===== src/hdl/fetch_pkg.sv =====
// ----------------------------------------
// Fetch stage shared definitions
// Address widths, PC step and predictor counter states
// ----------------------------------------

package fetch_pkg;

    // ----------------------------------------
    // Widths
    // ----------------------------------------

    // Address and data width
    localparam int unsigned XLEN = 32;

    // Instruction width, no compressed instructions
    localparam int unsigned ILEN = 32;

    // PC step in bytes for one instruction
    localparam int unsigned INSTR_BYTES = ILEN / 8;

    // ----------------------------------------
    // Types
    // ----------------------------------------

    // Program counters and branch targets
    typedef logic [XLEN-1:0] addr_t;

    // Bimodal 2-bit saturating counter
    // Upper bit set means predict taken
    typedef enum logic [1:0] {
        // Strong not-taken
        CNT_SNT = 2'b00,
        // Weak not-taken, the reset state
        CNT_WNT = 2'b01,
        // Weak taken
        CNT_WT  = 2'b10,
        // Strong taken
        CNT_ST  = 2'b11
    } bht_cnt_t;

endpackage

===== src/hdl/res_if.sv =====
`timescale 1ns/1ps
// ----------------------------------------
// Commit branch resolution bus
// One resolved branch per valid strobe
// ----------------------------------------

interface res_if;
    import fetch_pkg::*;

    // One-cycle strobe
    logic  valid;
    // Address of the resolved branch
    addr_t pc;
    // Where the branch actually went
    addr_t target;
    // Actual outcome
    logic  taken;
    // Prediction for this branch was wrong
    logic  mispredict;

    // PC generator redirect view
    modport gen (
        input valid,
        input pc,
        input target,
        input taken,
        input mispredict
    );

    // Predictor training view
    // Trains on every resolution, so no mispredict flag
    modport bpu (
        input valid,
        input pc,
        input target,
        input taken
    );

endinterface


===== src/hdl/pred_if.sv =====
`timescale 1ns/1ps
// ----------------------------------------
// Predictor lookup bus
// Current PC out to the predictor, prediction back
// ----------------------------------------

interface pred_if;
    import fetch_pkg::*;

    // Lookup address from the PC generator
    addr_t lookup_pc;

    // BTB entry valid with matching tag
    logic  hit;
    // Hit and counter in a taken state
    logic  taken;
    // Predicted next fetch address
    addr_t target;

    // PC generator side
    modport gen (
        output lookup_pc,
        input  taken,
        input  target
    );

    // Predictor side
    modport bpu (
        input  lookup_pc,
        output hit,
        output taken,
        output target
    );

endinterface


===== src/hdl/fetch_top.sv =====
`timescale 1ns/1ps
// ----------------------------------------
// Fetch address stage top level
// PC generator with a bimodal predictor
// ----------------------------------------

module fetch_top #(
    parameter fetch_pkg::addr_t BOOT_PC      = '0,
    parameter int unsigned      BPU_IDX_BITS = 4
) (
    input  logic             clk_i,
    input  logic             rst_n_i,

    // Exception redirect from commit
    input  logic             comm_except_raised_i,
    input  fetch_pkg::addr_t comm_except_pc_i,

    // Branch resolution from commit
    input  logic             comm_res_valid_i,
    input  fetch_pkg::addr_t comm_res_pc_i,
    input  fetch_pkg::addr_t comm_res_target_i,
    input  logic             comm_res_taken_i,
    input  logic             comm_res_mispredict_i,

    // Instruction memory
    input  logic             mem_ready_i,
    output logic             valid_o,
    output logic             comm_ready_o,
    output fetch_pkg::addr_t pc_o,

    // Prediction for the instruction queue
    output logic             pred_taken_o,
    output fetch_pkg::addr_t pred_target_o
);

    // ----------------------------------------
    // Internal buses
    // ----------------------------------------

    pred_if pred_bus ();
    res_if  res_bus ();

    // Commit resolution onto the shared bus
    assign res_bus.valid      = comm_res_valid_i;
    assign res_bus.pc         = comm_res_pc_i;
    assign res_bus.target     = comm_res_target_i;
    assign res_bus.taken      = comm_res_taken_i;
    assign res_bus.mispredict = comm_res_mispredict_i;

    // Prediction travels with the fetched address
    assign pred_taken_o  = pred_bus.taken;
    assign pred_target_o = pred_bus.target;

    // ----------------------------------------
    // Instances
    // ----------------------------------------

    pc_gen #(
        .BOOT_PC (BOOT_PC)
    ) u_pc_gen (
        .clk_i                (clk_i),
        .rst_n_i              (rst_n_i),
        .comm_except_raised_i (comm_except_raised_i),
        .comm_except_pc_i     (comm_except_pc_i),
        .res                  (res_bus),
        .pred                 (pred_bus),
        .mem_ready_i          (mem_ready_i),
        .valid_o              (valid_o),
        .comm_ready_o         (comm_ready_o),
        .pc_o                 (pc_o)
    );

    branch_predictor #(
        .BPU_IDX_BITS (BPU_IDX_BITS)
    ) u_branch_predictor (
        .clk_i   (clk_i),
        .rst_n_i (rst_n_i),
        .pred    (pred_bus),
        .res     (res_bus)
    );

endmodule


===== src/hdl/branch_predictor.sv =====
`timescale 1ns/1ps
// ----------------------------------------
// Bimodal branch predictor
// Direct-mapped BTB with 2-bit counters
// Combinational lookup and training at commit
// ----------------------------------------

module branch_predictor #(
    parameter int unsigned BPU_IDX_BITS = 4
) (
    input  logic clk_i,
    input  logic rst_n_i,
    pred_if.bpu  pred,
    res_if.bpu   res
);
    import fetch_pkg::*;

    // ----------------------------------------
    // Geometry
    // ----------------------------------------

    localparam int unsigned NUM_ENTRIES = 2 ** BPU_IDX_BITS;
    // Index starts above the byte offset
    localparam int unsigned IDX_LSB     = 2;
    localparam int unsigned TAG_LSB     = IDX_LSB + BPU_IDX_BITS;
    localparam int unsigned TAG_BITS    = XLEN - TAG_LSB;

    typedef logic [BPU_IDX_BITS-1:0] idx_t;
    typedef logic [TAG_BITS-1:0]     tag_t;

    // ----------------------------------------
    // Storage
    // ----------------------------------------

    // BTB valid bits
    logic [NUM_ENTRIES-1:0] btb_valid_q;
    // BTB tags and targets
    tag_t                   btb_tag_q    [NUM_ENTRIES];
    addr_t                  btb_target_q [NUM_ENTRIES];
    // Direction counters
    bht_cnt_t               bht_q        [NUM_ENTRIES];

    // Lookup side
    idx_t     lkp_idx;
    tag_t     lkp_tag;
    bht_cnt_t lkp_cnt;

    // Training side
    idx_t     res_idx;
    tag_t     res_tag;
    bht_cnt_t res_cnt;
    bht_cnt_t res_cnt_next;

    // ----------------------------------------
    // Lookup
    // ----------------------------------------

    assign lkp_idx = pred.lookup_pc[TAG_LSB-1:IDX_LSB];
    assign lkp_tag = pred.lookup_pc[XLEN-1:TAG_LSB];
    assign lkp_cnt = bht_q[lkp_idx];

    // Hit needs a valid entry with matching tag
    assign pred.hit    = btb_valid_q[lkp_idx] && (btb_tag_q[lkp_idx] == lkp_tag);
    // Taken only on a hit with a taken counter
    assign pred.taken  = pred.hit && (lkp_cnt == CNT_WT || lkp_cnt == CNT_ST);
    assign pred.target = btb_target_q[lkp_idx];

    // ----------------------------------------
    // Training
    // ----------------------------------------

    assign res_idx = res.pc[TAG_LSB-1:IDX_LSB];
    assign res_tag = res.pc[XLEN-1:TAG_LSB];
    assign res_cnt = bht_q[res_idx];

    // Saturating counter step
    always_comb begin
        res_cnt_next = res_cnt;
        case (res_cnt)
            CNT_SNT: begin
                res_cnt_next = res.taken ? CNT_WNT : CNT_SNT;
            end
            CNT_WNT: begin
                res_cnt_next = res.taken ? CNT_WT : CNT_SNT;
            end
            CNT_WT: begin
                res_cnt_next = res.taken ? CNT_ST : CNT_WNT;
            end
            CNT_ST: begin
                res_cnt_next = res.taken ? CNT_ST : CNT_WT;
            end
            default: begin
                res_cnt_next = CNT_WNT;
            end
        endcase
    end

    // Counters and valid bits
    // Every resolution updates its counter
    always_ff @(posedge clk_i or negedge rst_n_i) begin
        if (!rst_n_i) begin
            btb_valid_q <= '0;
            for (int i = 0; i < NUM_ENTRIES; i++) begin
                bht_q[i] <= CNT_WNT;
            end
        end else if (res.valid) begin
            bht_q[res_idx] <= res_cnt_next;
            // Only taken branches allocate in the BTB
            if (res.taken) begin
                btb_valid_q[res_idx] <= 1'b1;
            end
        end
    end

    // BTB payload written with the valid bit
    always_ff @(posedge clk_i) begin
        if (res.valid && res.taken) begin
            btb_tag_q[res_idx]    <= res_tag;
            btb_target_q[res_idx] <= res.target;
        end
    end

    // ----------------------------------------
    // Assertions
    // ----------------------------------------

    // Taken predictions steer fetch to a word-aligned target
    a_taken_aligned: assert property (
        @(posedge clk_i) disable iff (!rst_n_i)
        pred.taken |-> pred.target[1:0] == 2'b00
    );

    // Fresh tables predict nothing
    a_reset_not_taken: assert property (
        @(posedge clk_i)
        $rose(rst_n_i) |-> !pred.taken
    );

endmodule


===== src/hdl/pc_gen.sv =====
`timescale 1ns/1ps
// ----------------------------------------
// Program counter generator
// Picks the next fetch address by priority
// and holds it while memory stalls
// ----------------------------------------

module pc_gen #(
    parameter fetch_pkg::addr_t BOOT_PC = '0
) (
    input  logic             clk_i,
    input  logic             rst_n_i,
    input  logic             comm_except_raised_i,
    input  fetch_pkg::addr_t comm_except_pc_i,
    res_if.gen               res,
    pred_if.gen              pred,
    input  logic             mem_ready_i,

    output logic             valid_o,
    output logic             comm_ready_o,
    output fetch_pkg::addr_t pc_o
);
    import fetch_pkg::*;

    // Redirect from a wrong prediction
    logic  mispredict;
    // Shared adder operand and result
    addr_t add_pc;
    addr_t adder_out;
    // Selected next address
    addr_t next_pc;

    // ----------------------------------------
    // Next PC selection
    // ----------------------------------------

    assign mispredict = res.valid & res.mispredict;

    // One adder for both PC+4 paths
    assign add_pc    = mispredict ? res.pc : pc_o;
    assign adder_out = add_pc + addr_t'(INSTR_BYTES);

    // Exception, then misprediction, then prediction, then sequential
    always_comb begin
        if (comm_except_raised_i) begin
            next_pc = comm_except_pc_i;
        end else if (mispredict) begin
            // Not-taken branch resumes right after itself
            next_pc = res.taken ? res.target : adder_out;
        end else if (pred.taken) begin
            next_pc = pred.target;
        end else begin
            next_pc = adder_out;
        end
    end

    // ----------------------------------------
    // PC register
    // ----------------------------------------

    // Only advances when memory takes the address
    always_ff @(posedge clk_i or negedge rst_n_i) begin
        if (!rst_n_i) begin
            pc_o <= BOOT_PC;
        end else if (mem_ready_i) begin
            pc_o <= next_pc;
        end
    end

    // Predictor looks up the address being fetched now
    assign pred.lookup_pc = pc_o;

    // Fetch is void while commit redirects or during reset
    assign valid_o      = rst_n_i & ~res.valid & ~comm_except_raised_i;
    // Commit must hold a redirect while memory stalls
    assign comm_ready_o = mem_ready_i;

    // ----------------------------------------
    // Assertions
    // ----------------------------------------

    // Boot, exception and trained targets all word aligned
    a_pc_aligned: assert property (
        @(posedge clk_i) disable iff (!rst_n_i)
        pc_o[1:0] == 2'b00
    );

    // A stalled cycle never moves the PC
    a_pc_hold: assert property (
        @(posedge clk_i) disable iff (!rst_n_i)
        !mem_ready_i |=> $stable(pc_o)
    );

endmodule


===== config.mk =====
export PLATFORM = sky130hd
export DESIGN_NAME = fetch_top
export DESIGN_NICKNAME = d
export VERILOG_FILES = /design/src/hdl/fetch_pkg.sv /design/src/hdl/res_if.sv /design/src/hdl/pred_if.sv /design/src/hdl/fetch_top.sv /design/src/hdl/branch_predictor.sv /design/src/hdl/pc_gen.sv
export SDC_FILE = /design/constraint.sdc
export NUM_CORES = 1
export LEC_CHECK = 0
export ABC_AREA = 0
export BUFFER_PORTS_ARGS = -buffer_cell sky130_fd_sc_hd__buf_2
export CAP_MARGIN = 30
export CORE_ASPECT_RATIO = 0.9
export CORE_MARGIN = 5
export CORE_UTILIZATION = 41
export CTS_CLUSTER_DIAMETER = 50
export CTS_CLUSTER_SIZE = 40
export DETAILED_ROUTE_END_ITERATION = 7
export GPL_ROUTABILITY_DRIVEN = 0
export PLACE_DENSITY = 0.54
export SYNTH_ARGS = -nofsm -noshare
export SYNTH_HDL_FRONTEND = slang
export SYNTH_HIERARCHICAL = 1
export SYNTH_SLANG_ARGS = --single-unit

===== constraint.sdc =====
create_clock -name clk_i -period 12.5 [get_ports clk_i]
set_input_delay 1.25 -clock clk_i [delete_from_list [all_inputs] [get_ports clk_i]]
set_output_delay 1.25 -clock clk_i [all_outputs]
set_load 0.01 [all_outputs]

== Yosys cells after proc, flatten, opt, wreduce, memory -nomap -nowiden ==
Memory sizes are Yosys's and may differ from the RTL's.
Index checks and enable logic that the tools add are counted.
Storage, ports and cells
  bits in registers: 80
  bits in writable memories: 928
  input port bits: 103
  word-level logic and storage cells: 74
  memories kept: 2
Memories
  u_branch_predictor.btb_target_q: words 16, bits a word 32, rd ports 1, clocked after memory_dff 0, wr ports 1, line branch_predictor.sv:39  | addr_t btb_target_q [NUM_ENTRIES];
  u_branch_predictor.btb_tag_q: words 16, bits a word 26, rd ports 1, clocked after memory_dff 0, wr ports 1, line branch_predictor.sv:38  | tag_t btb_tag_q [NUM_ENTRIES];
Cells by class
  add/sub/neg operators: 1
  order comparisons: 6
  equality and inequality tests: 6
  muxes and demuxes: 25
  bitwise logic cells: 8
  reduce and logical (&&, ||, !) cells: 8
Operator list (number)
  $mux W32: 5
  $add A32 B3 Y32 const B: 1
  $bwmux W32: 1
  $eq A26 B26 Y1: 1
  $bmux W2 S4: 2
  $or A16 B16 Y16: 1
  $mux W2: 7
  $ge A5 B5 Y1 const B: 2
  $lt A4 B5 Y1 const B: 2
  $not A4 Y5: 2
  $demux W2 S4: 1
  $eq A2 B2 Y1 const B: 4
  $pmux W2 S4: 1
  $mux W1: 6
  $logic_and A1 B1 Y1: 5
  $lt A5 B1 Y1 const B: 1
  $bmux W1 S4: 1
  $demux W1 S4: 1
  $ge A4 B1 Y1 const B: 1
  $and A1 B1 Y1: 3
  $eq A2 B1 Y1 const B: 1
  $logic_not A2 Y1: 1
  $not A1 Y1: 2
  $reduce_and A2 Y1: 1
  $logic_or A1 B1 Y1: 1

== Depth between registers and ports, before layout ==
  depth after elaboration: 10
  gate-level depth with buffers: 20
  depth with buffers taken out: 13

== Hierarchy ==
The synthesis kept the hierarchy.
Modules (own cells, without submodules)
  branch_predictor: instances 1, cells each 1597, area an instance 37793.7 µm², sequential area each 29087.9 µm²
  pc_gen: instances 1, cells each 543, area an instance 4036.4 µm², sequential area each 800.8 µm²

== Least setup slack after synthesis ==
No wires, ideal clock.
  path type: register to register
  from: register u_pc_gen.pc_o[2]
  to: register u_pc_gen.pc_o[7]
  arrival time: 4064 ps
  data required time: 12365 ps
  setup slack: 8300 ps
  cell stages (with the launch flop): 16
  path buffers: 6
  clock period less this slack: 4200 ps
  cells stage by stage: dfrtp_1 -> buf_4 -> buf_6 -> buf_2 -> mux4_2 -> a221oi_1 -> xor2_1 -> o2111a_1 -> nand4_1 -> nor4b_2 -> clkbuf_1 -> clkbuf_1 -> clkbuf_1 -> o21ai_0 -> a221oi_1 -> o22ai_1
On the way
  cells in the longest elaborated chain, start to end: 10
  elaborated cells between the ends (all ways): 20
  classes of those cells: 1 x add/sub; 3 x eq/ne; 10 x mux; 1 x bitwise; 3 x reduce/logical; 2 x memory
Ends and longest elaborated chain
  start: declaration: line pc_gen.sv:21  | output fetch_pkg::addr_t pc_o
  start signal: assignment: line pc_gen.sv:66  | pc_o <= next_pc;
  branches (longest 6 deep; another with $mem_v2 Z16 W26)
  $logic_and A1 B1 Y1 (*): line branch_predictor.sv:65  | assign pred.taken = pred.hit && (lkp_cnt == CNT_WT || lkp_cnt == CNT_ST);
  net pred_taken_o: line fetch_top.sv:32  | output logic pred_taken_o,
  $mux W32 (*): line pc_gen.sv:50  | end else if (pred.taken) begin
  $mux W32 (*): line pc_gen.sv:47  | end else if (mispredict) begin
  $mux W32 (*): line pc_gen.sv:45  | if (comm_except_raised_i) begin
Mark *: on every way through the listed nets, which the timed path passes. The select of a mux whose other input is x is not followed.
A chain may end at the register's enable or synchronous reset.

== Worst setup path after layout ==
  from: register u_pc_gen.pc_o[4]
  to: output pred_taken_o
On the way
  cells in the longest elaborated chain, start to end: 7
  elaborated cells between the ends (all ways): 13
  classes of those cells: 3 x eq/ne; 5 x mux; 1 x bitwise; 3 x reduce/logical; 1 x memory
Ends and longest elaborated chain (line)
  branches (longest 6 deep; another with $mem_v2 Z16 W26)
  $logic_and A1 B1 Y1 (*): branch_predictor.sv:65
  end: declaration: fetch_top.sv:32
Every way passes the cells marked *. The select of a mux whose other input is x is not followed.

==> results.toml <==
[final_layout]
nets = 2411
seq_area_um2 = 29900
layout-drive-gt1-share = 0.331
multi_input_area_um2 = 11100
fillerInstances = 8468
area_growth_pct = 14.3
final_cell_mix = "edfxtp_1 (928), mux4_2 (268), buf_2 (168)"
layout_commonest_cell = "edfxtp_1"

[timing]
hold_ws_ns = 0.465
slew_viol_final = 0
layout_worst_path_cycle_share = 0.553
tightest_slew_ns = 1.03
setup_ws_ns = 5.59
min_period_ns = 6.91
relSlewSlack = 0.313
clock_skew_ns = 0.0341
hold_viol = 0
rsz0062_at_grt = "no"
final.setup.tns_ns = 0
fmax_mhz = 145
setup_violations = 0

[worst_hold_path]
hp-class = "flip-flop to flip-flop"

[global_route]
grt_antenna_before_repair = 15
globalRouteOverflowTotal = 0
grt_pass1_wl_um = 172000
grt_pass1_vias = 22800
grt_start_max_net_pins = 111
grt_usage = 0.219

[floorplan]
start_util = 0.412
coreArea_um2 = 102000
die_w_um = 347
die_area_um2 = 108000
rows = 111
io_pins = 170
die_h_um = 313

[clock_network]
cts_max_path_buffers = 3
htreeDepth = 3
clk_latency_ns = 0.68
post_cts_buffers = 0
cts_buffers = 102
cts_hold_buf = 0
cts_tree = "done"
clock_sinks = 1008
cts-resized-gates = 0
clk_pin_slew_ns = 0.07
root_buffer = "clkbuf_16"

[routing]
postRouteAntennaNets = 0
routedWlPerCell_um = 32.0
drt_iter0_drc = 2525
vias_per_cell = 5.94
drt_first_pass_iters = 5
drc = 0
num_vias = 22300
routed_wl_um = 120000

[place]
pre_cts_ws_ns = 5.96
dpl.hpwl_um = 70600
port_buffers = 169

[power]
power_density_nw_per_um2 = 173
ir_worst_vdd_uv = 123
p_total_mw = 8.29
p_leak_nw = 15.6

[outcome]
status = "finished clean"

[synthesis]
synth_fp_nets = 2241
synth.avg_cell_area_um2 = 19.6
syn_area_um2 = 41800
netlist_instances = 2137
yosys_warnings = 6

[worst_setup_path]
worst_ep_arrival_time_ns = 5.66
worstPathRequired_ns = 11.25
endpoint_kind = "output port"
path_max_fanout = 48
startpoint_type = "flip-flop"
worstSetupPathType = "flip-flop to output port"
reg2reg_slack_ns = 5.96

[run]
maxCapViolCount = 0
==> area by class of cell <==
cell class | instances | area share
Sequential cell | 1008 | 0.626
Antenna cell | 7 | 0.000367
Inverter | 15 | 0.00120
Timing Repair Buffer | 216 | 0.0275
Multi-Input combinational cell | 964 | 0.232
Clock inverter | 84 | 0.0223
Tap cell | 1356 | 0.0355
Clock buffer | 107 | 0.0554
==> report_power, final <==
part           internal [mW]  leakage [nW]  switching [mW]
logic                  0.478          4.55           0.595
clock network           1.86          1.79            1.45
registers               3.80          9.30           0.105
total                   6.14          15.6            2.15
==> through the flow <==
stage | instances | utilization | area [um^2]
2_1_floorplan | 2137 | - | 41800
3_3_place_gp | 3554 | 0.433 | 43900
3_5_place_dp | 3558 | 0.434 | 44000
4_1_cts | 3749 | 0.470 | 47700
5_1_grt | 3751 | 0.470 | 47800
6_report | 3757 | 0.471 | 47800
==> worst max-delay path, cell delays in order (launching register included) <==
cell and delay, ns:
dfrtp_4 0.96, buf_4 0.71, nor2b_1 0.86, a221oi_1 0.27
a21o_1 0.22, a211oi_1 0.33, o2111a_1 0.29, o2111ai_1 0.23
nor4b_4 0.27, buf_4 0.50, buf_2 0.29
==> registers in the layout, indices dropped and copies added, names as in the netlist <==
name,cells
u_pc_gen/pc_o,32
u_branch_predictor/btb_target_q,512
u_branch_predictor/btb_valid_q,16
u_branch_predictor/btb_tag_q,416
u_branch_predictor/bht_q,32
==> final timing paths <==
path,from,to,depth (start not counted)
max,u_pc_gen/pc_o[4],pred_taken_o,10
min,u_branch_predictor/btb_valid_q[7],u_branch_predictor/btb_valid_q[7],1
max reg2reg,u_pc_gen/pc_o[4],u_pc_gen/pc_o[3],15
min reg2reg,u_branch_predictor/btb_valid_q[7],u_branch_predictor/btb_valid_q[7],1
max in group asynchronous,rst_n_i,u_pc_gen/pc_o[4],2
min in group asynchronous,rst_n_i,u_branch_predictor/bht_q[25],1
==> routing by layer <==
| metal | track usage | up-vias | routed length (um) |
|---|---|---|---|
| met2 | 0.346 | 870 | 56800 |
| met4 | 0.0484 | 6 | 2300 |
| met5 | 0 | - | 44 |
| met3 | 0.0455 | 141 | 8620 |
| met1 | 0.318 | 12100 | 52400 |
| li1 | - | 9155 | - |
Note: power is estimated with default switching activity, not from simulation.
